[src/hdl/spram_pkg.sv]
// spram subsystem definitions
// memory geometry, credit count and the request records carried through
// the request queues and the scheduler

`default_nettype none

package spram_pkg;

    // geometry of the 128 KB memory
    localparam int word_addr_w = 15;    // 32K words
    localparam int byte_addr_w = 17;    // 128K bytes
    localparam int bank_addr_w = 14;    // 16K entries per bank
    localparam int word_w      = 32;
    localparam int half_w      = 16;    // one bank is a halfword wide

    // credits per requester, also the depth of each request queue
    localparam int num_credits = 2;

    // word request as queued and issued to memory
    typedef struct packed {
        logic                   write;
        logic [word_addr_w-1:0] addr;
        logic [3:0]             be;     // bit n enables bits 8n+7:8n
        logic [word_w-1:0]      wdata;
    } word_req_t;

    // byte request from the tracer, before lane expansion
    typedef struct packed {
        logic                   write;
        logic [byte_addr_w-1:0] addr;
        logic [7:0]             wdata;
    } byte_req_t;

    // requester that owns an issued command
    typedef enum logic {
        port_word = 1'b0,
        port_byte = 1'b1
    } port_sel_e;

endpackage : spram_pkg

`default_nettype wire
[src/hdl/spram_byte_port.sv]
// byte access adapter for the tracer port
// turns a byte request into a word command with the byte copied to all
// lanes and a one-hot enable, then picks the addressed byte out of the
// returned word using the lane kept from the read issue

`timescale 1ns/100ps
`default_nettype none

module spram_byte_port
    import spram_pkg::*;
(
    input  logic                   clk,
    input  logic                   reset,
    input  logic [byte_addr_w-1:0] req_addr,
    input  logic [7:0]             req_wdata,
    input  logic                   req_write,
    input  logic                   issue,        // byte read sent to memory
    output logic [word_addr_w-1:0] word_addr,
    output logic [3:0]             word_be,
    output logic [word_w-1:0]      word_wdata,
    input  logic                   rsp_valid_in,
    input  logic [word_w-1:0]      word_rdata,
    output logic [7:0]             byte_rdata
);

    logic [1:0] lane;
    logic [1:0] lane_q;       // lane of the read in flight

    assign lane       = req_addr[1:0];
    assign word_addr  = req_addr[byte_addr_w-1:2];
    assign word_wdata = {4{req_wdata}};

    // reads need no enables
    assign word_be = req_write ? (4'b0001 << lane) : 4'b0000;

    // data comes back a cycle after issue, keep the lane until then
    always_ff @(posedge clk) begin
        if (reset) begin
            lane_q <= 2'd0;
        end else if (issue) begin
            lane_q <= lane;
        end
    end

    always_comb begin
        byte_rdata = 8'h00;
        if (rsp_valid_in) begin
            case (lane_q)
                2'd0:    byte_rdata = word_rdata[7:0];
                2'd1:    byte_rdata = word_rdata[15:8];
                2'd2:    byte_rdata = word_rdata[23:16];
                default: byte_rdata = word_rdata[31:24];
            endcase
        end
    end

endmodule : spram_byte_port

`default_nettype wire

[config.mk]
export PLATFORM = sky130hd
export DESIGN_NAME = spram_byte_port
export DESIGN_NICKNAME = d
export VERILOG_FILES = /design/src/hdl/spram_pkg.sv /design/src/hdl/spram_byte_port.sv
export SDC_FILE = /design/constraint.sdc
export NUM_CORES = 1
export LEC_CHECK = 0
export ABC_CLOCK_PERIOD_IN_PS = 1150
export BUFFER_PORTS_ARGS = -buffer_cell sky130_fd_sc_hd__buf_4
export CAP_MARGIN = 25
export CORE_MARGIN = 8
export CORE_UTILIZATION = 25
export CTS_CLUSTER_SIZE = 20
export DETAILED_ROUTE_END_ITERATION = 7
export GPL_TIMING_DRIVEN = 0
export PLACE_DENSITY = 0.74
export SETUP_SLACK_MARGIN = 0.2
export SLEW_MARGIN = 20
export SYNTH_ARGS = -nofsm -noshare
export SYNTH_HDL_FRONTEND = slang
export SYNTH_SLANG_ARGS = --single-unit
[constraint.sdc]
create_clock -name clk -period 1.15 [get_ports clk]
set_clock_uncertainty 0.2 [all_clocks]
set_input_delay 0.23 -clock clk [delete_from_list [all_inputs] [get_ports clk]]
set_output_delay 0.23 -clock clk [all_outputs]
set_load 0.02 [all_outputs]
==> reports/results.ini <==
[outcome]
status=finished with violations
failed_checks=negative hold slack, negative setup slack

[layout]
top_register=lane_q
regArea_um2=41.3
final_util=0.662
final_layout_size_suffix_gt1_frac=0.917
multi_input_area_um2=422
largest_register_ff_count=2
final_nets=256
final_cell_count_no_fill=223
layout_commonest_cell=buf_4
fillers=223
mostFrequentLayoutCells=buf_4, buf_6, mux2i_1
largestRegisters=lane_q (2)
diodes=0
area_delta_synth_final_pct=154

[cts]
cts_tree=done
clkSinkCount=2
clockBufferDepth=2
clock_latency_ns=0.22
cts_made_buffers=3
root_buffer=clkbuf_4
htree_levels=1
clk_pin_slew_ns=0.03

[route]
drt_iter0_drc=34
vias=986
drtPass1Iterations=2
post-route-drc-count=0
wl_per_cell_um=17.1
wirelength_um=3800
antenna_left=0
via_per_inst=4.42

[place]
gp_congestion=0.825
dp_cells=215
dp_hpwl_um=3050
port_buffers=97
post-place-ws_ns=-0.409

[critical_path]
r2r_slack_ns=-0.05
path_class=flop to output pin
r2r_start=lane_q[1]
end_kind=output pin
crit_chain=buf_6, buf_12, mux2i_4, o22ai_2, buf_6
max_stage_delay_ns=0.30
cpMostUsedCell=buf_6
critPathTopFamily=buffers and inverters
rr_worst_depth=5
rr_endpoint=lane_q[1]
crit_fanout=5
crit_path_top_delay_cell=dfxtp_2
cp.arrival_ns=1.31
worst_ep_required_time_ns=0.72
cp_num_buf_inv=3
cp-start-kind=flop

[sta]
slew_violations=0
rsz0062_at_grt=true
relSlewSlack=0.726
min_period_ns=1.74
setup_viol=9
hold_viol=2
worst_pin_slew_ns=0.410
min_period_over_period=1.52
setup_slack_ns=-0.594
fmax_ghz=0.573
whs_ns=-0.0307

[grt]
grt-ovfl-total=0
antenna_found_initial=0
grt_max_degree=9
grt_pass1_wl_um=5740
grt_pass1_vias=1150
track_usage=0.143

[pwr]
peakVddDrop_uv=466
power.density_nw_per_um2=587
power_mw=1.05
leakagePower_nw=0.932

[hold_path]
hold_start=reset
holdPathEnd=lane_q[1]
holdCritPathClass=input port to flop
min_path_cells=2

[floorplan]
die-width_um=69.1
dieHeight_um=69.1
start_util=0.260
die_area_um2=4780
io-pin-count=121
row_count=19
core-area_um2=2710

[yosys]
yosysSeqAreaShare=0.0567
synth_top_cell_by_area=buf_4
synth.distinct_cells=13
synthTopCellsByArea=buf_4, mux2i_1, o22ai_1
syn_nets=149
netlist.area_leader.share=0.500
yosysWarnings=0
synth-seq-cells=2
post_synth_inst_count=87
synth_area_per_cell_um2=8.11
syn_area_um2=706

[flow_run]
cap_violations=0

## routing by layer
metal | routed length [um] | global-route usage
met1 | 1330 | 0.127
met2 | 1840 | 0.254
met3 | 586 | 0.102
met4 | 49 | 0.0364
met5 | 0 | 0
## kinds of logic after synthesis
family          Yosys count  synth area share
flops                     2            0.0567
buf+inv                  50             0.550
compound gates            8            0.0709
mux                      18             0.255
simple gates              9            0.0674
## cell usage after synthesis
library cell / instances
buf_4: 47
mux2i_1: 18
o22ai_1: 8
nor2_1: 3
dfxtp_1: 2
nand2_1: 2
and3_1: 1
and3b_1: 1
buf_1: 1
buf_12: 1
buf_6: 1
nand2b_1: 1
nor3b_1: 1
## final cells by class
cell class                 count  share of cell area
buffer                        50               0.217
clock buffer                   3              0.0126
multi-input combinational     35               0.235
sequential                     2              0.0230
tap                           31              0.0216
timing repair buffer         102               0.491
## where the power goes
part           switching (mW)  internal [mW]  leakage [nW]
Combinational           0.347          0.475         0.901
Clock                  0.0389          0.115        0.0138
Sequential            0.00215         0.0745        0.0169
Total                   0.388          0.665         0.932
## per-stage QoR
stage,cell area (um^2),TNS [ns]
2_1_floorplan,772,-1.56
3_3_place_gp,1540,-2.96
3_5_place_dp,1540,-3.09
4_1_cts,1710,-4.46
5_1_grt,1790,-5.01
6_report,1790,-4.55
## how the worst max path moves through the flow
stage,start,endpoint,depth (start not counted)
finish,lane_q[1],byte_rdata[6],5
global placement,lane_q[1],byte_rdata[5],5
global route,lane_q[1],byte_rdata[6],5
detailed placement,lane_q[1],byte_rdata[1],5
CTS,lane_q[1],byte_rdata[6],5
floorplan,lane_q[1],byte_rdata[5],4
## what timing repair did
item / in CTS / in global routing
endpoints found under the setup margin: 13 / 13
gates resized for setup: 22 / 16
cloned: 1 / 0
hold endpoints to repair: 2 / 2
pin swaps: 4 / 6
buffers inserted: 4 / 0
(Power assumes the default switching activity.)
