## config.mk

```make
export PLATFORM = sky130hd
export DESIGN_NAME = credit_fifo
export DESIGN_NICKNAME = d
export VERILOG_FILES = /design/src/hdl/spram_pkg.sv /design/src/hdl/credit_fifo.sv
export SDC_FILE = /design/constraint.sdc
export NUM_CORES = 1
export LEC_CHECK = 0
export BUFFER_PORTS_ARGS = -buffer_cell sky130_fd_sc_hd__buf_4
export CAP_MARGIN = 0
export CORE_AREA = 5 5 42 44
export DETAILED_ROUTE_END_ITERATION = 7
export DIE_AREA = 0 0 47 49
export GPL_TIMING_DRIVEN = 0
export PLACE_DENSITY_LB_ADDON = 0.25
export RECOVER_POWER = 25
export SYNTH_ARGS = -nofsm -noshare
export SYNTH_HDL_FRONTEND = slang
export SYNTH_SLANG_ARGS = --single-unit
```

## constraint.sdc

```tcl
create_clock -name clk -period 1.6 [get_ports clk]
set_clock_uncertainty 0.1 [all_clocks]
set_input_delay 0.16 -clock clk [delete_from_list [all_inputs] [get_ports clk]]
set_output_delay 0.16 -clock clk [all_outputs]
set_load 0.005 [all_outputs]
```

## src/hdl/spram_pkg.sv

```systemverilog
// spram subsystem definitions
// memory geometry, credit count and the request records carried through
// the request queues and the scheduler

`default_nettype none

package spram_pkg;

    // geometry of the 128 KB memory
    localparam int word_addr_w = 15;    // 32K words
    localparam int byte_addr_w = 17;    // 128K bytes
    localparam int bank_addr_w = 14;    // 16K entries per bank
    localparam int word_w      = 32;
    localparam int half_w      = 16;    // one bank is a halfword wide

    // credits per requester, also the depth of each request queue
    localparam int num_credits = 2;

    // word request as queued and issued to memory
    typedef struct packed {
        logic                   write;
        logic [word_addr_w-1:0] addr;
        logic [3:0]             be;     // bit n enables bits 8n+7:8n
        logic [word_w-1:0]      wdata;
    } word_req_t;

    // byte request from the tracer, before lane expansion
    typedef struct packed {
        logic                   write;
        logic [byte_addr_w-1:0] addr;
        logic [7:0]             wdata;
    } byte_req_t;

    // requester that owns an issued command
    typedef enum logic {
        port_word = 1'b0,
        port_byte = 1'b1
    } port_sel_e;

endpackage : spram_pkg

`default_nettype wire
```

## src/hdl/credit_fifo.sv

```systemverilog
// request queue with credit return
// circular queue as deep as the requester's credit count; a pushed item
// reaches the head next cycle and every pop hands one credit back

`timescale 1ns/100ps
`default_nettype none

module credit_fifo
    import spram_pkg::*;
#(
    parameter type payload_t = logic
) (
    input  logic     clk,
    input  logic     reset,
    input  logic     push,
    input  payload_t push_data,
    input  logic     pop,
    output logic     head_valid,
    output payload_t head_data,
    output logic     credit_return
);

    payload_t                       entries [num_credits];
    logic [$clog2(num_credits)-1:0] wr_ptr;
    logic [$clog2(num_credits)-1:0] rd_ptr;
    logic [$clog2(num_credits):0]   count;
    logic                           do_pop;

    // credits keep push from ever hitting a full queue
    assign do_pop = pop && head_valid;

    always_ff @(posedge clk) begin
        if (reset) begin
            wr_ptr <= '0;
            rd_ptr <= '0;
            count  <= '0;
        end else begin
            if (push) wr_ptr <= wr_ptr + 1'b1;
            if (do_pop) rd_ptr <= rd_ptr + 1'b1;
            if (push && !do_pop) begin
                count <= count + 1'b1;
            end else if (do_pop && !push) begin
                count <= count - 1'b1;
            end
        end
    end

    always_ff @(posedge clk) begin
        if (push) entries[wr_ptr] <= push_data;
    end

    assign head_valid    = (count != '0);
    assign head_data     = entries[rd_ptr];
    assign credit_return = do_pop;     // same cycle as the pop

endmodule : credit_fifo

`default_nettype wire

```

==> results.yml, run 1 <==
status:
  status: "completed"
pwr:
  p_switching_uw: 222.0
  irDropWorstVdd_mv: 0.5025
  powerDensity_nw_per_um2: 1714
  p_int_uw: 472.8
  power.share.switching_pct: 31.95
  pwr-share-comb_pct: 36.0
  p_leak_uw: 0.0001807
  seqPwrFrac_pct: 40.4
  pwr-share-clk_pct: 23.6
clock_network:
  cts_tree: "yes"
  root_buffer: "clkbuf_4"
  insertion_delay_ns: 0.26
  numCtsBuffers: 3
  cts_buffer_depth: 2
  clock_sinks: 7
  htree_levels: 1
  clk_pin_slew_ns: 0.06
global_routing:
  grt_pass1_wl_um: 910
  grtUsageTotal_pct: 5.870
  grt_max_degree: 6
  grt_use_met2_pct: 8.597
  grt-ovfl-total: 0
  busiest_layer: "met2"
  grtUsageMet1_pct: 5.345
  antenna_found_initial: 0
  first_global_vias: 228
  use_met3_pct: 2.214
yosys:
  netlist_area_um2: 277.8
  syn_nets: 31
  synth_enable_flop_cells: 2
  ys_warn_count: 0
  synthCells: 25
  synth-seq-cells: 7
  ys.flop_type: "dfxtp_1"
  syn_avg_cell_area_um2: 11.11
  yosysSeqAreaShare_pct: 57.66
  synth-async-reset-ratio_pct: 0
  synth.distinct_cells: 15
drt:
  wl_um: 537
  wl_per_cell_um: 9.764
  drc: 0
  drtAntennaViolNets: 0
  dr.first_iter.drc_count: 0
  viasPerCell: 4.036
  dr.pass1.iters: 1
  vias: 222
flow_run:
  cap_violations: 0
worst_setup_path:
  startpoint_type: "flip-flop"
  endpoint_kind: "flip-flop"
  critPathArrivalTime_ns: 1.61
  crit_fanout: 4
  critPathRequiredTime_ns: 1.69
  path_class: "flip-flop to flip-flop"
layout:
  area_growth_pct: 45.95
  fill_cells: 166
  final_cell_mix: "7 x buf_4, 5 x dfxtp_1, 4 x nor2_1, 3 x xor2_1, 3 x clkbuf_4"
  postLayoutCellArea_um2: 405.4
  finalNetCount: 46
  post_route_cells_drive_above_1_share_pct: 35.90
  final_common_cell: "buf_4"
  antenna_cells: 0
place:
  placedInstanceArea_um2: 350.3
  io_buffers: 7
  pre_cts_ws_ns: -0.006578
  gp_congestion: 0.6745
sta:
  max_clock_freq_mhz: 656.5
  setup_slack_ns: 0.07669
  rsz0062_at_grt: "no"
  report.final.slew_viol_count: 0
  period_minus_slack_ns: 1.523
  min_period_over_period_pct: 95.21
  setup_viol: 0
  worst_slew_margin_rel_pct: 84.97
  hold_viol_final: 0
  worst_pin_slew_ns: 0.2254
floorplanning:
  io_pins: 8
  core-area_um2: 1401
  die_h_um: 49
  start_util_pct: 19.82
  fp.dieW_um: 47
  die_area_um2: 2303
  num_rows: 14
worst_hold_path:
  hold_class: "input port to flip-flop"
[metrics by stage]
stage	hold slack, ns	std cells	setup TNS [ns]	utilization, %	total power [µW]
2_1_floorplan	0.1291	25	0	-	409.4
3_3_place_gp	0.2484	48	0	25.00	490.9
3_5_place_dp	0.2502	48	-0.006578	25.00	507.1
4_1_cts	0.06308	54	0	28.66	688.0
5_1_grt	0.09085	55	0	28.93	746.1
6_report	0.06333	55	0	28.93	694.7
[cell families (layout without fill, tap and decap cells)]
kind of cell	count (synthesis)	count (layout)	synth area share [%]
mux	1	1	4.054
fa+ha+maj	1	1	4.504
compound gates	3	3	5.400
flops	7	7	57.66
buf+inv	1	15	1.350
simple gates	8	8	14.42
xor+xnor	4	4	12.61
[worst paths after layout]
kind	start	slack (ns)	endpoint	cells past startpoint
max	count[0]	0.08	count[1]	4
max reg2reg	count[0]	0.08	count[1]	4
min reg2reg	rd_ptr	0.40	rd_ptr	2
min	push	0.06	wr_ptr	3
[critical path, stage by stage (launching register included)]
cell and delay, ns:
dfxtp_1 0.42, o21ai_2 0.11, ha_1 0.32, or3_1 0.36, a21oi_1 0.14
[synthesized netlist by cell type, types with 2 or more instances]
| cell type | instances | area, µm² |
|---|---|---|
| xor2_1 | 3 | 26.28 |
| edfxtp_1 | 2 | 60.06 |
| dfxtp_1 | 5 | 100.1 |
| nor2_1 | 4 | 15.01 |
[timing repair]
action	4_1_cts	5_1_grt
endpoints found under the hold margin	7	0
hold buffers	2	0
setup endpoints to repair	1	1
setup buffers	0	1
gates resized for setup	1	0
pin swaps	0	1
[per-layer routing]
layer  routed length, µm  vias to the layer above
met1                 199                      102
met5                   0                        -
met2                 284                        7
met4                  17                        0
met3                  36                        4
li1                    -                      109
[power groups by stage]
stage | clock, µW | combinational, µW | sequential, µW
floorplan | 0 | 141 | 268
global placement | 0 | 219 | 272
detailed placement | 0 | 230 | 277
CTS | 168 | 241 | 279
global route | 174 | 285 | 287
finish | 164 | 250 | 281
[final cells by class]
class	count	area, µm²	area share (%)
repair buffers	10	76.32	18.83
clock buffers	3	22.52	5.556
flip-flops and latches	7	160.2	39.51
multi-input cells	17	117.6	29.01
well taps	16	20.02	4.938
inverters	1	3.754	0.9259
clock inverters	1	5.005	1.235
Note: power is estimated with default switching activity, not from simulation.
==> run 2, diff against run 1 <==
==> constraint.sdc (replaced) <==
create_clock -name clk -period 1.3 [get_ports clk]
set_clock_uncertainty 0.1 [all_clocks]
set_input_delay 0.13 -clock clk [delete_from_list [all_inputs] [get_ports clk]]
set_output_delay 0.13 -clock clk [all_outputs]
set_load 0.005 [all_outputs]
==> run 2 against run 1 <==
Effect of this change:
- the flow now finishes with violations (negative setup slack)
- register-to-register slack worse by 0.19 ns
- die area stayed put
- combinational power is 47% higher
- total power is 32% higher
- via count is 3.6% lower
- critical path depth stayed put
- maximum frequency is 7.6% higher
- core utilization is 2.4 points higher
- count of clock-buffer cells in the layout is 1 higher
- clock power is 17% higher
- global-route usage hardly changed
- wire length is 2.8% lower
- critical path type unchanged
- critical endpoint unchanged
==> results.yml, run 2 (synthesized netlist as in run 1, its figures left out) <==
floorplanning:
  die_h_um: 49
  die_area_um2: 2303
  fp.dieW_um: 47
  io_pins: 8
  num_rows: 14
  start_util_pct: 19.82
  core-area_um2: 1401
sta:
  period_minus_slack_ns: 1.416
  worst_slew_margin_rel_pct: 86.43
  max_clock_freq_mhz: 706.3
  setup_viol: 1
  setup_slack_ns: -0.1159
  min_period_over_period_pct: 108.9
  rsz0062_at_grt: "yes"
  worst_pin_slew_ns: 0.2015
  hold_viol_final: 0
  report.final.slew_viol_count: 0
layout:
  area_growth_pct: 58.11
  final_common_cell: "buf_4"
  final_cell_mix: "8 x buf_4, 4 x nor2_1, 3 x xor2_1, 3 x dfxtp_1, 3 x clkbuf_4"
  antenna_cells: 0
  post_route_cells_drive_above_1_share_pct: 48.72
  fill_cells: 157
  finalNetCount: 46
  finalNonFillerCells: 55
  final_util_pct: 31.34
worst_hold_path:
  hold_class: "input port to flip-flop"
  hold_start: "push"
status:
  status: "finished with violations"
  violations: "negative setup slack"
drt:
  dr.max_layer_used: "met4"
  wl_per_cell_um: 9.491
  viasPerCell: 3.891
  vias: 214
  drc: 0
  met2_length_um: 281
  wl_met3_um: 48
  wl_met1_um: 181
  drtAntennaViolNets: 0
  dr.pass1.iters: 1
  wl_um: 522
  dr.first_iter.drc_count: 0
pwr:
  fin_total_pwr_uw: 919.1
  p_leak_uw: 0.0001852
  powerDensity_nw_per_um2: 2093
  irDropWorstVdd_mv: 0.6874
worst_setup_path:
  critPathRequiredTime_ns: 1.38
  endpoint_kind: "flip-flop"
  startpoint_type: "flip-flop"
  path_class: "flip-flop to flip-flop"
  crit_fanout: 4
  critPathArrivalTime_ns: 1.49
  crit_start: "count[1]"
  r2r_start: "count[1]"
global_routing:
  grt_pass1_wl_um: 876
  grt-ovfl-total: 0
  grt_max_degree: 6
  grtUsageTotal_pct: 5.853
  first_global_vias: 238
  antenna_found_initial: 0
place:
  place_inst: 48
  gp_congestion: 0.7724
  io_buffers: 7
clock_network:
  clock_sinks: 7
  insertion_delay_ns: 0.25
  htree_levels: 1
  cts_buffer_depth: 2
  cts_tree: "yes"
  clk_pin_slew_ns: 0.05
  root_buffer: "clkbuf_4"
  numCtsBuffers: 3
flow_run:
  cap_violations: 0
## run 2: changes by cell type in the layout (fill, tap and decap cells not counted), sizes merged
cell    change
clkinv      -1
buf         +1
## run 2: area by class of cell
cell class                 instances  area (µm²)  share of cell area, %
inverter                           1       3.754                 0.8547
multi-input combinational         17       146.4                  33.33
sequential                         7       162.7                  37.04
clock buffer                       4       26.28                  5.983
timing repair buffer              10       80.08                  18.23
tap                               16       20.02                  4.558
## run 2: repair_timing
action / in CTS / in global routing
pin swaps: 1 / 0
hold endpoints to repair: 7 / 0
setup buffers: 1 / 0
hold buffers: 2 / 0
gates resized for setup: 5 / 0
endpoints found under the setup margin: 1 / 2
## run 2: layer usage
metal	up-vias	global-route usage (%)
li1	110	-
met1	94	4.194
met2	8	9.502
met3	2	3.690
met4	0	5.530
met5	-	0
## run 2: where the power goes
group | switching [µW] | total [µW] | internal, µW
registers | 60.4 | 359 | 299
logic | 144 | 368 | 224
clock network | 74.9 | 192 | 117
## run 2: worst max-delay path, stage by stage, from the launching register on
cell	delay [ns]
dfxtp_2	0.34
o21ai_4	0.18
ha_4	0.23
or3_4	0.37
a21oi_2	0.12
## run 2: final timing paths
kind / slack [ns] / to / depth (start not counted)
min: 0.06 / wr_ptr / 3
min reg2reg: 0.41 / rd_ptr / 2
max: -0.12 / count[1] / 4
max reg2reg: -0.12 / count[1] / 4
## run 2: metrics by stage
stage          setup slack, ns  instance area [µm²]  TNS (ns)  hold WS, ns
2_1_floorplan         -0.08449                282.8  -0.08449      0.09497
4_1_cts                -0.1174                439.2   -0.1235      0.06268
6_report               -0.1159                439.2   -0.1159      0.06449
5_1_grt                -0.1538                439.2   -0.1991      0.09029
3_5_place_dp           -0.2074                355.3   -0.2074       0.2188
3_3_place_gp           -0.1258                355.3   -0.1258       0.2174
==> run 3, diff against run 2 <==
==> constraint.sdc (replaced) <==
create_clock -name clk -period 1.2 [get_ports clk]
set_clock_uncertainty 0.1 [all_clocks]
set_input_delay 0.12 -clock clk [delete_from_list [all_inputs] [get_ports clk]]
set_output_delay 0.12 -clock clk [all_outputs]
set_load 0.005 [all_outputs]
==> run 3 against run 2 <==
Effect of this change:
- the run still ends with negative setup slack left
- clock power is 8% higher
- count of clock-buffer cells in the layout unchanged
- maximum frequency decreased by 0.80%
- final cell count grew 7.3%
- worst hold slack got worse by 0.0040 ns
- flip-flop and latch count did not move
- sequential power grew 13%
- via count is 12% higher
- wire length up 11%
- register-to-register slack worse by 0.11 ns
- sequential share of layout area fell by 4.8 points
- critical endpoint unchanged
==> results.yml, run 3 (synthesized netlist as in run 1, its figures left out) <==
status:
  status: "finished with violations"
  violations: "negative setup slack"
worst_setup_path:
  reg2reg_depth: 4
  slowest_delay_ns: 0.37
  r2r_start: "count[0]"
  critPathRequiredTime_ns: 1.28
  crit_start: "count[0]"
  endpoint: "count[1]"
  critical_path.slowest_cell: "or3_4"
  startpoint_type: "flip-flop"
  endpoint_kind: "flip-flop"
  worstPathCellList: "o21ai_4 -> ha_4 -> or3_4 -> a21oi_2"
  path_class: "flip-flop to flip-flop"
  critPathArrivalTime_ns: 1.50
  crit_fanout: 3
  reg2reg_slack_ns: -0.23
  reg2reg_to: "count[1]"
global_routing:
  first_global_vias: 245
  grt-ovfl-total: 0
  antenna_found_initial: 0
  grtUsageTotal_pct: 6.065
  grt_max_degree: 6
  grt_pass1_wl_um: 917
sta:
  worst_slew_margin_rel_pct: 86.67
  worst_pin_slew_ns: 0.1979
  whs_ns: 0.06053
  min_period_over_period_pct: 118.9
  hold_viol_final: 0
  rsz0062_at_grt: "yes"
  setup_viol: 5
  setup_slack_ns: -0.2273
  period_minus_slack_ns: 1.427
  max_clock_freq_mhz: 700.6
  report.final.slew_viol_count: 0
layout:
  postLayoutCellArea_um2: 511.7
  finalNetCount: 50
  final_common_cell: "buf_4"
  final_util_pct: 36.52
  antenna_cells: 0
  post_route_cells_drive_above_1_share_pct: 55.81
  final_cell_mix: "8 x buf_4, 4 x nor2_1, 4 x buf_6, 3 x dfxtp_1, 3 x clkbuf_4"
  area_growth_pct: 84.23
pwr:
  p_leak_uw: 0.0002166
  irDropWorstVdd_mv: 0.8151
  fin_total_pwr_uw: 1227
  powerDensity_nw_per_um2: 2397
worst_hold_path:
  hold_path_depth: 3
  hold_class: "input port to flip-flop"
clock_network:
  numCtsBuffers: 3
  clk_pin_slew_ns: 0.05
  cts_buffer_depth: 2
  cts_tree: "yes"
  insertion_delay_ns: 0.25
  clock_sinks: 7
  htree_levels: 1
  root_buffer: "clkbuf_4"
drt:
  drtAntennaViolNets: 0
  wl_per_cell_um: 9.797
  wl_um: 578
  dr.pass1.iters: 4
  drc: 0
  viasPerCell: 4.068
  dr.first_iter.drc_count: 1
  vias: 240
floorplanning:
  core-area_um2: 1401
  num_rows: 14
  die_area_um2: 2303
  start_util_pct: 19.82
  fp.dieW_um: 47
  io_pins: 8
  die_h_um: 49
flow_run:
  cap_violations: 0
place:
  gp_congestion: 0.7724
  placedInstanceArea_um2: 355.3
  pre_cts_ws_ns: -0.3074
  io_buffers: 7
## run 3: timing repair
| item | CTS | global route |
|---|---|---|
| pin swaps | 1 | 3 |
| gates cloned | 0 | 0 |
| endpoints found under the setup margin | 5 | 7 |
| gates resized for setup | 8 | 7 |
| buffers inserted | 2 | 4 |
| endpoints found under the hold margin | 7 | 0 |
| hold buffers | 2 | 0 |
## run 3: metrics by stage
step	instances	setup TNS (ns)
6_report	59	-0.6802
5_1_grt	59	-0.8770
3_5_place_dp	48	-0.3386
4_1_cts	56	-0.4524
2_1_floorplan	25	-0.1845
3_3_place_gp	48	-0.2446
## run 3: cell type report
type	count	area [µm²]
fillers	149	889.6
multi-input cells	17	171.4
flip-flops and latches	7	165.2
repair buffers	14	125.1
clock buffers	4	26.28
well taps	16	20.02
inverters	1	3.754
## run 3: worst min path at each step
stage	startpoint	end	slack (ns)
floorplan	reset	count[0]	0.08
global placement	push_data	entries[1]	0.21
detailed placement	push_data	entries[0]	0.21
CTS	push	wr_ptr	0.05
global route	push	wr_ptr	0.08
finish	push	wr_ptr	0.06
## run 3: per-layer routing
metal  share of wire [%]  GRT usage, %
met4                 2.9         5.530
met3                 8.0         3.690
met5                   0             0
met1                  35         4.194
met2                  54         10.18
## run 3: power breakdown
| part | internal, µW | switching (µW) |
|---|---|---|
| clock | 127 | 81.2 |
| combinational | 400 | 213 |
| sequential | 331 | 75.6 |
| total | 857 | 369 |
## run 3: worst max-delay path: cells and delay by family (launching register included)
| family | cells | cell delay [ns] |
|---|---|---|
| DFF | 1 | 0.35 |
| and+or+nand+nor | 1 | 0.37 |
| adders and majority gates | 1 | 0.23 |
| AOI/OAI and AO/OA | 2 | 0.31 |
