===== config.mk =====
export PLATFORM = sky130hd
export DESIGN_NAME = mem_port_sched
export DESIGN_NICKNAME = d
export VERILOG_FILES = /design/src/hdl/spram_pkg.sv /design/src/hdl/mem_port_sched.sv
export SDC_FILE = /design/constraint.sdc
export NUM_CORES = 1
export LEC_CHECK = 0
export ABC_CLOCK_PERIOD_IN_PS = 1600
export BUFFER_PORTS_ARGS = -buffer_cell sky130_fd_sc_hd__buf_4
export CORE_AREA = 2 2 103 105
export DETAILED_ROUTE_END_ITERATION = 16
export DIE_AREA = 0 0 105 107
export PLACE_DENSITY = 0.58
export SETUP_SLACK_MARGIN = 0.2
export SYNTH_ARGS = -nofsm -noshare
export SYNTH_HDL_FRONTEND = slang
export SYNTH_SLANG_ARGS = --single-unit

===== constraint.sdc =====
create_clock -name clk -period 1.6 [get_ports clk]
set_clock_uncertainty 0.2 [all_clocks]
set_input_delay 0.16 -clock clk [delete_from_list [all_inputs] [get_ports clk]]
set_output_delay 0.16 -clock clk [all_outputs]
set_load 0.02 [all_outputs]

===== src/hdl/spram_pkg.sv =====
// spram subsystem definitions
// memory geometry, credit count and the request records carried through
// the request queues and the scheduler

`default_nettype none

package spram_pkg;

    // geometry of the 128 KB memory
    localparam int word_addr_w = 15;    // 32K words
    localparam int byte_addr_w = 17;    // 128K bytes
    localparam int bank_addr_w = 14;    // 16K entries per bank
    localparam int word_w      = 32;
    localparam int half_w      = 16;    // one bank is a halfword wide

    // credits per requester, also the depth of each request queue
    localparam int num_credits = 2;

    // word request as queued and issued to memory
    typedef struct packed {
        logic                   write;
        logic [word_addr_w-1:0] addr;
        logic [3:0]             be;     // bit n enables bits 8n+7:8n
        logic [word_w-1:0]      wdata;
    } word_req_t;

    // byte request from the tracer, before lane expansion
    typedef struct packed {
        logic                   write;
        logic [byte_addr_w-1:0] addr;
        logic [7:0]             wdata;
    } byte_req_t;

    // requester that owns an issued command
    typedef enum logic {
        port_word = 1'b0,
        port_byte = 1'b1
    } port_sel_e;

endpackage : spram_pkg

`default_nettype wire

===== src/hdl/mem_port_sched.sv =====
// round-robin memory scheduler
// issues one queued request per cycle from the word or byte head,
// alternating when both wait, and routes each read response back to the
// port that issued it one cycle later. writes return nothing

`timescale 1ns/100ps
`default_nettype none

module mem_port_sched
    import spram_pkg::*;
(
    input  logic                   clk,
    input  logic                   reset,
    // word queue head
    input  logic                   w_head_valid,
    input  word_req_t              w_head,
    output logic                   w_pop,
    // byte queue head, already widened to a word command
    input  logic                   b_head_valid,
    input  word_req_t              b_head,
    output logic                   b_pop,
    // memory command
    output logic                   mem_en,
    output logic                   mem_write,
    output logic [word_addr_w-1:0] mem_addr,
    output logic [3:0]             mem_be,
    output logic [word_w-1:0]      mem_wdata,
    input  logic [word_w-1:0]      mem_rdata,
    // responses
    output logic                   b_issue_read,
    output logic                   w_rsp_valid,
    output logic [word_w-1:0]      w_rsp_rdata,
    output logic                   b_rsp_valid,
    output logic [word_w-1:0]      word_rsp_to_byte
);

    port_sel_e last_served;
    port_sel_e grant_port;
    logic      grant_w;
    logic      grant_b;
    logic      rsp_pending;      // read issued last cycle
    word_req_t issue_req;

    // word wins unless the byte port waits too and word went last
    assign grant_w = w_head_valid && (!b_head_valid || last_served == port_byte);
    assign grant_b = b_head_valid && !grant_w;

    assign grant_port = grant_b ? port_byte : port_word;
    assign issue_req  = grant_b ? b_head : w_head;

    assign w_pop = grant_w;
    assign b_pop = grant_b;

    assign mem_en    = grant_w || grant_b;
    assign mem_write = mem_en && issue_req.write;
    assign mem_addr  = issue_req.addr;
    assign mem_be    = issue_req.be;
    assign mem_wdata = issue_req.wdata;

    assign b_issue_read = grant_b && !b_head.write;   // lets the adapter latch its lane

    // last_served also names the owner of the read answered this cycle
    always_ff @(posedge clk) begin
        if (reset) begin
            last_served <= port_byte;   // word port first after reset
            rsp_pending <= 1'b0;
        end else begin
            if (mem_en) begin
                last_served <= grant_port;
            end
            rsp_pending <= mem_en && !issue_req.write;
        end
    end

    assign w_rsp_valid = rsp_pending && (last_served == port_word);
    assign b_rsp_valid = rsp_pending && (last_served == port_byte);

    // the memory output register holds the data, both ports see it
    assign w_rsp_rdata      = mem_rdata;
    assign word_rsp_to_byte = mem_rdata;

endmodule : mem_port_sched

`default_nettype wire


==> metrics, run 1 <==
CP Class=reg2out; met2 usage=0.1429; final worst path period share=1.136; total gr overflow=0; final setup violation count=53; top cell type's share of synthesized area=0.4706; final estimated routing congestion in global placement=0.6592; ANT nets after route=0; crit path launch=last_served; endpoints failing hold=0; Num CTS Buffers=3; Slew HR=0.9138; Setup WS pre-CTS=-24.39 ps; die height=107 um; GR Util All Layers=0.07384; Post-synth top flop=dfxtp_1; post-DP HPWL=4330 um; Ys Warns=0; PortBufs=165; fraction of registers with async set/reset=0; average cell area after synthesis=10.71 um^2; run status=finished, violations left; R2R setup slack=between 200 and 300 ps; crit path capture=mem_wdata[2]; Hold Path Class=in2out; initial antenna violation count=0; clock sink total=2; CP Capture Type=primary output; Layout area overhead=82.69%; wire length of the first global-routing pass=6741 um; Clock Path Buffers=2; Critical Path RT=1240 ps; fin. max-slew vios=0; P_int=0.8048 mW; n_diodes=0; cell row count=37; Worst-Margin Slew=about 130 ps; Synth Register Bits=2; Die X=roughly 110 um; Peak VDD IR=between 400 and 500 uV; Clock Pin Slew Worst Setup and Hold Paths=around 30 ps; Register-to-Register Path Depth=4; setup slack after layout=-217.4 ps; register share of total power=0.047; remaining routing DRC violations=0; R2R Path End=last_served; Hold WS=120.0 ps; CTS tree=yes; Via density=around 3.4; Net Count, Synth=277; cell taking the most area after synthesis=mux2_4; Startpoint Class=flip-flop; vias after detailed routing=1328; vias in the first global route=1345; post-synthesis sequential area ratio=0.02728; max cap viols=0; leakage=around 1.4 nW; Power Density=~450 nW/um^2; post-synthesis cell count=around 140; post-layout minimum cycle time=1817 ps; layout cell share with drive strength beyond 1=0.9720; Sw Pwr=~0.4 mW; Synth area leaders=mux2_4, buf_4, buf_12, mux2_2, dfxtp_1; Critical Path AT=1460 ps; H-tree Lvls=1; RSZ-0062 raised after global routing=yes; nets=~390; synthesized area=1468 um^2; Wirelength per Cell=13.04 um; reg2reg start=last_served; TritonRoute pass-1 iters=4; Design Area, Final=2681 um^2; commonest cells in the netlist=buf_4, mux2_4, mux2_2, buf_12; drt initial violations=39; number of synthesized flops with an enable pin=0; core outline area=10090 um^2; Initial Utilization=0.1454; gr busiest metal=met2; met1 Usage GRT=0.07810; achievable frequency=0.5502 GHz; met3 Use GR=0.02188; clk_lat worst skew=210 ps; power share of the combinational group=0.792; boundary pin count=262; final wirelength=5033 um; worst-path maximum fanout=9; top-count cell post-synth=buf_4; Hold Crit Start=mem_rdata[15]; largest net degree at the start of global routing=18; Switching Share=0.3328; violated checks=negative setup slack; root buffer cell=clkbuf_8; Yosys cell types=16; die area=11240 um^2; Clock Power Share=0.161; Area after DPL=2429 um^2
cells in the final DEF (no fill, tap or decap):
master | netlist | layout
or2_2 | 2 | 2
nor2b_4 | 0 | 2
clkbuf_8 | 0 | 3
a21o_1 | 1 | 1
buf_4 | 64 | 141
buf_16 | 0 | 1
a32o_1 | 2 | 1
mux2_2 | 5 | 3
dfxtp_1 | 2 | 1
a21boi_4 | 0 | 1
buf_12 | 4 | 2
dfxtp_2 | 0 | 1
clkbuf_16 | 0 | 1
nor2_1 | 2 | 2
dlygate4sd3_1 | 0 | 1
mux2_4 | 46 | 48
and2_4 | 0 | 2
nand2b_4 | 0 | 1
a32o_2 | 0 | 1
nand2_1 | 1 | 1
buf_6 | 1 | 34
routing by layer:
layer  part of all wire  vias up
met3               0.11        0
li1                   -      628
met4                  0        0
met5                  0        -
met2               0.55       96
met1               0.34      604
through the flow:
stage | cells | power (mW) | TNS, ps | utilization
2_1_floorplan | 137 | 0.7487 | 0 | -
5_1_grt | 386 | 1.263 | -11790 | 0.2657
3_5_place_dp | 380 | 0.9333 | -409.5 | 0.2406
6_report | 386 | 1.206 | -9851 | 0.2657
3_3_place_gp | 380 | 0.9239 | -94.82 | 0.2406
4_1_cts | 385 | 1.174 | -10740 | 0.2545
registers in the layout, summed over array words and instances, names as in the netlist:
| register | flops |
|---|---|
| last_served | 1 |
| rsp_pending | 1 |
worst max-delay path: stages, from the launching register on:
cell,delay (ps)
dfxtp_2,320
a21boi_4,140
buf_12,160
buf_4,140
mux2_2,320
buf_4,160
cells by family (layout without fill, tap and decap cells):
| logic type | after synthesis | after routing | share of synthesized area |
|---|---|---|---|
| flip-flops | 2 | 2 | 0.02728 |
| multiplexers | 51 | 51 | 0.5089 |
| AO/OA/AOI/OAI | 4 | 4 | 0.02643 |
| buffers and inverters | 70 | 183 | 0.3998 |
| AND/OR/NAND/NOR | 10 | 10 | 0.03751 |
worst min path at each step:
stage                                      end  slack, ps  depth (start not counted)
after floorplan                    last_served         50                          1
final                          w_rsp_rdata[15]        120                          0
after global routing            w_rsp_rdata[6]        120                          0
after global placement    word_rsp_to_byte[17]        120                          0
after CTS                 word_rsp_to_byte[17]        120                          0
after detailed placement  word_rsp_to_byte[17]        120                          0
timing repair:
| action | CTS | global route |
|---|---|---|
| cloned | 0 | 1 |
| pin swaps | 1 | 1 |
| gates resized for setup | 21 | 23 |
| setup buffers | 1 | 0 |
| hold buffers | 1 | 0 |
| endpoints found under the setup margin | 55 | 57 |
| hold endpoints to repair | 1 | 0 |
power groups by stage:
stage               clock (mW)  combinational, mW  sequential (mW)
detailed placement           0              0.876           0.0573
finish                   0.194              0.955           0.0571
global route             0.202               1.00           0.0573
CTS                      0.201              0.916           0.0566
global placement             0              0.867           0.0572
floorplan                    0              0.691           0.0573
cell type report:
cell class              instances  area [um^2]
multi-input cells              65        884.6
repair buffers                180         1544
fillers                      1078         7411
clock buffers                   3        41.29
flip-flops and latches          2        41.29
well taps                     136        170.2
Power figures use the tool's default switching activity.
==> run 2, diff against run 1 <==
--- a/config.mk
+++ b/config.mk
@@ -15,3 +15,4 @@
 export SYNTH_ARGS = -nofsm -noshare
 export SYNTH_HDL_FRONTEND = slang
 export SYNTH_SLANG_ARGS = --single-unit
+export TNS_END_PERCENT = 10
==> metrics, run 2 (synthesis gave the netlist of run 1 again) <==
run status=finished, violations left (unchanged); violated checks=negative setup slack (unchanged); Wirelength per Cell=12.99 um (was 13.04 um); TritonRoute pass-1 iters=4 (unchanged); Clock Pin Slew Worst Setup and Hold Paths=30 ps (about the same); achievable frequency=0.5497 GHz (was 0.5502 GHz); leakage=1.388 nW (was 1.406 nW); Die X=105 um (unchanged); Slew HR=0.9138 (about the same); setup TNS=-9935 ps (was -9851 ps); boundary pin count=262 (unchanged); slowest CP cell=dfxtp_2 (unchanged); met1 Usage GRT=0.07810 (unchanged); nets=391 (was 392); Post-CTS Setup Bufs=0 (was 1); Startpoint Class=flip-flop (unchanged); Hold Path Class=in2out (unchanged); CP Cell Sequence=a21boi_4 -> buf_12 -> buf_4 -> mux2_2 -> buf_4 (unchanged); Clock Path Buffers=2 (unchanged); fillcell total=1077 (was 1078); layout cell share with drive strength beyond 1=0.9598 (was 0.9720); fin. max-slew vios=0 (unchanged); Num CTS Buffers=3 (unchanged); Power Density=451.3 nW/um^2 (was 449.9 nW/um^2); Worst-Margin Slew=129.0 ps (about the same); die height=107 um (unchanged); Reg area=41.29 um^2 (unchanged); Area after DPL=2429 um^2 (unchanged); Max stage delay on crit path=320 ps (about the same); final estimated routing congestion in global placement=0.6592 (unchanged); post-layout minimum cycle time=1819 ps (was 1817 ps); final wirelength=5001 um (was 5033 um); worst-path maximum fanout=9 (unchanged); H-tree Lvls=1 (unchanged); R2R setup slack=350 ps (was 260 ps); largest net degree at the start of global routing=18 (unchanged); remaining routing DRC violations=0 (unchanged); PortBufs=165 (unchanged); max cap viols=0 (unchanged); CP Class=reg2out (unchanged); met3 Use GR=0.02188 (unchanged); Layout area overhead=80.31% (was 82.69%); cell row count=37 (unchanged); gr busiest metal=met2 (unchanged); initial antenna violation count=0 (unchanged); met2 usage=0.1433 (was 0.1429); setup slack after layout=-219.2 ps (was -217.4 ps); vias in the first global route=1347 (was 1345); crit-path most repeated cell=buf_4 (unchanged); most frequent cells in the layout=buf_4, mux2_4, buf_6, mux2_2, clkbuf_8 (unchanged); final worst path period share=1.137 (was 1.136); RSZ-0062 raised after global routing=yes (unchanged); Setup WS pre-CTS=-24.39 ps (unchanged); total gr overflow=0 (unchanged); ANT nets after route=0 (unchanged); core outline area=10090 um^2 (unchanged); post-DP HPWL=4330 um (unchanged); PnR Total Power=1.194 mW (was 1.206 mW); root buffer cell=clkbuf_8 (unchanged); endpoints failing hold=0 (unchanged); Via density=3.405 (was 3.440); drt initial violations=41 (was 39); final setup violation count=53 (unchanged); CP Capture Type=primary output (unchanged); commonest non-fill, non-tap cell in the layout=buf_4 (unchanged); Design Area, Final=2646 um^2 (was 2681 um^2); die area=11240 um^2 (unchanged); n_diodes=0 (unchanged); Critical Path RT=1240 ps (about the same); Top Registers=last_served: 1 flops, rsp_pending: 1 flops (unchanged); clock sink total=2 (unchanged); GR Util All Layers=0.07396 (was 0.07384); clk_lat worst skew=210 ps (about the same); vias after detailed routing=1311 (was 1328); Peak VDD IR=410.4 uV (was 412.6 uV); CTS tree=yes (unchanged); wire length of the first global-routing pass=6755 um (was 6741 um); post-layout util=0.2622 (was 0.2657); Multi-input gate area=868.3 um^2 (was 884.6 um^2); Initial Utilization=0.1454 (unchanged); Critical Path AT=1460 ps (about the same)
==> run 2: stage by stage <==
step           hold slack, ps  std cells
6_report                120.0        385
5_1_grt                 120.0        385
4_1_cts                 120.2        384
3_5_place_dp            120.2        380
3_3_place_gp            120.2        380
2_1_floorplan           45.91        137
==> run 2: critical path, delay by kind of cell, from the launching register on <==
kind,cells,cell delay [ps]
multiplexers,1,320
flip-flops,1,320
AO/OA/AOI/OAI,1,140
buffers and inverters,3,460
==> run 2: final timing paths <==
kind	startpoint	end	cells after the start
max	last_served	mem_wdata[2]	5
min	mem_rdata[15]	w_rsp_rdata[15]	0
max reg2reg	last_served	rsp_pending	4
min reg2reg	last_served	last_served	3
==> run 2: layout make-up <==
class / instances / share of cell area
timing repair buffer: 179 / 0.5764
multi-input combinational: 65 / 0.3281
tap: 136 / 0.06430
sequential: 2 / 0.01560
clock buffer: 3 / 0.01560
==> run 2: metal layers <==
layer  vias up  wire length, um
met1       594             1730
met4         0                0
met5         -                0
met2        91             2730
li1        626                -
met3         0              541
==> run 2: repair_timing <==
item,in CTS,in global routing
gates cloned,0,1
setup endpoints to repair,55,55
gates resized for setup,18,18
hold endpoints to repair,1,0
hold buffers,1,0
pin swaps,0,0
==> run 2: report_power, final <==
part / switching [mW] / internal, mW
logic: 0.361 / 0.583
clock network: 0.0353 / 0.159
registers: 0.00229 / 0.0544
==> run 3, diff against run 2 <==
--- a/config.mk
+++ b/config.mk
@@ -5,12 +5,12 @@
 export SDC_FILE = /design/constraint.sdc
 export NUM_CORES = 1
 export LEC_CHECK = 0
-export ABC_CLOCK_PERIOD_IN_PS = 1600
+export ABC_CLOCK_PERIOD_IN_PS = 2150
 export BUFFER_PORTS_ARGS = -buffer_cell sky130_fd_sc_hd__buf_4
-export CORE_AREA = 2 2 103 105
+export CORE_AREA = 2 2 100 102
 export DETAILED_ROUTE_END_ITERATION = 16
-export DIE_AREA = 0 0 105 107
-export PLACE_DENSITY = 0.58
+export DIE_AREA = 0 0 102 104
+export PLACE_DENSITY_LB_ADDON = 0.1
 export SETUP_SLACK_MARGIN = 0.2
 export SYNTH_ARGS = -nofsm -noshare
 export SYNTH_HDL_FRONTEND = slang
==> constraint.sdc (replaced) <==
create_clock -name clk -period 2.15 [get_ports clk]
set_clock_uncertainty 0.2 [all_clocks]
set_input_delay 0.215 -clock clk [delete_from_list [all_inputs] [get_ports clk]]
set_output_delay 0.215 -clock clk [all_outputs]
set_load 0.02 [all_outputs]
==> metrics, run 3 (synthesis gave the netlist of run 1 again) <==
wire length of the first global-routing pass=7127 um (was 6755 um); Layout area overhead=62.49% (was 80.31%); CP Capture Type=primary output (unchanged); largest net degree at the start of global routing=29 (was 18); Die X=102 um (was 105 um); PortBufs=165 (unchanged); reg2reg start=last_served (unchanged); Power Density=343.5 nW/um^2 (was 451.3 nW/um^2); Clock Path Buffers=2 (unchanged); Slew HR=0.8511 (was 0.9138); root buffer cell=clkbuf_8 (unchanged); final worst path period share=0.9298; Reg area=40.04 um^2 (was 41.29 um^2); nets=380 (was 391); Setup WS pre-CTS=368.6 ps (was -24.39 ps); core outline area=9549 um^2 (was 10090 um^2); crit path capture=mem_wdata[2] (unchanged); Multi-input gate area=848.3 um^2 (was 868.3 um^2); run status=completed (was finished, violations left); Wirelength per Cell=14.18 um (was 12.99 um); crit path launch=last_served (unchanged); vias in the first global route=1307 (was 1347); Hold Path Class=in2reg (was in2out); RSZ-0062 raised after global routing=yes (unchanged); post-layout minimum cycle time=1999 ps; Worst-Margin Slew=223.3 ps (was 129.0 ps); post-layout util=0.2497 (was 0.2622); fillcell total=1053 (was 1077); endpoints failing hold=0 (unchanged); most frequent cells in the layout=buf_4, mux2_4, mux2_2, clkbuf_8 (was buf_4, mux2_4, buf_6, mux2_2, clkbuf_8); # resized after CTS=0 (was 18); Register-to-Register Path Depth=3 (was 4); Via density=3.528 (was 3.405); Hold WS=112.6 ps (was 120.0 ps); layout cell share with drive strength beyond 1=0.9412 (was 0.9598); Initial Utilization=0.1537 (was 0.1454); worst-path maximum fanout=28 (was 9); clk_lat worst skew=210 ps (about the same); total gr overflow=0 (unchanged); fin cells=371 (was 385); boundary pin count=262 (unchanged); Num CTS Buffers=3 (unchanged); cell count after placement=367 (was 380); GR Util All Layers=0.08596 (was 0.07396); TritonRoute pass-1 iters=2 (was 4); setup TNS=0 ps (was -9935 ps); drt initial violations=19 (was 41); final setup violation count=0 (was 53); commonest non-fill, non-tap cell in the layout=buf_4 (unchanged); Top Registers=last_served: 1 flops, rsp_pending: 1 flops (unchanged); n_diodes=0 (unchanged); fin. max-slew vios=0 (unchanged); initial antenna violation count=0 (unchanged); die area=10610 um^2 (was 11240 um^2); final estimated routing congestion in global placement=0.7248 (was 0.6592); achievable frequency=0.5002 GHz; die height=104 um (was 107 um); H-tree Lvls=1 (unchanged); final wirelength=5261 um (was 5001 um); setup slack after layout=151.0 ps (was -219.2 ps); Critical Path AT=1580 ps (was 1460 ps); R2R setup slack=890 ps (was 350 ps); Critical Path RT=1740 ps (was 1240 ps); clock sink total=2 (unchanged); CTS tree=yes (unchanged); R2R Path End=rsp_pending (unchanged); Peak VDD IR=266.5 uV (was 410.4 uV); Startpoint Class=flip-flop (unchanged); ANT nets after route=0 (unchanged); CP Class=reg2out (unchanged); vias after detailed routing=1309 (was 1311); leakage=1.264 nW (was 1.388 nW); remaining routing DRC violations=0 (unchanged); cell row count=36 (was 37); max cap viols=0 (unchanged); Clock Pin Slew Worst Setup and Hold Paths=30 ps (about the same)
-- run 3: cell types whose count changed in the layout (fill, tap and decap cells not counted), sizes merged --
cell / change
buf: -10
clkbuf: -1
-- run 3: power by group --
group	switching [mW]	leakage, nW	internal, mW
Sequential	0.00307	0.0166	0.0402
Combinational	0.254	1.23	0.374
Clock	0.0295	0.0216	0.118
Total	0.287	1.26	0.532
-- run 3: worst max-delay path: stages, from the launching register on --
cell      delay, ps
dfxtp_1         350
a21boi_4        220
buf_12          240
mux2_2          370
buf_4           160
-- run 3: metrics by stage --
stage | power [mW] | area (um^2)
after CTS | 0.8318 | 2385
after global routing | 0.8625 | 2385
after floorplan | 0.5549 | 1468
after global placement | 0.6844 | 2333
final | 0.8192 | 2385
after detailed placement | 0.6802 | 2333
-- run 3: routing by layer --
layer,global-route usage,up-vias,wire (um)
li1,-,602,-
met1,0.08793,554,1770
met2,0.1617,138,2575
met3,0.02755,15,803
met4,0.02667,0,111
met5,0,-,0
-- run 3: worst min path at each step --
stage                       startpoint           to  cells after the start
after floorplan                  reset  last_served                      1
after global placement           reset  last_served                      2
after detailed placement         reset  last_served                      2
after CTS                 w_head_valid  rsp_pending                      2
after global routing      w_head_valid  rsp_pending                      2
final                     w_head_valid  rsp_pending                      2
-- run 3: area by class of cell --
type	count	area share
Timing Repair Buffer	168	0.5404
Sequential cell	2	0.01679
Tap cell	133	0.06978
Clock buffer	3	0.01731
Multi-Input combinational cell	65	0.3557
-- run 3: repair_timing --
| action | CTS | global route |
|---|---|---|
| hold buffers | 1 | 0 |
| setup buffers | 0 | 0 |
| hold endpoints to repair | 1 | 0 |
| setup endpoints to repair | 33 | 51 |
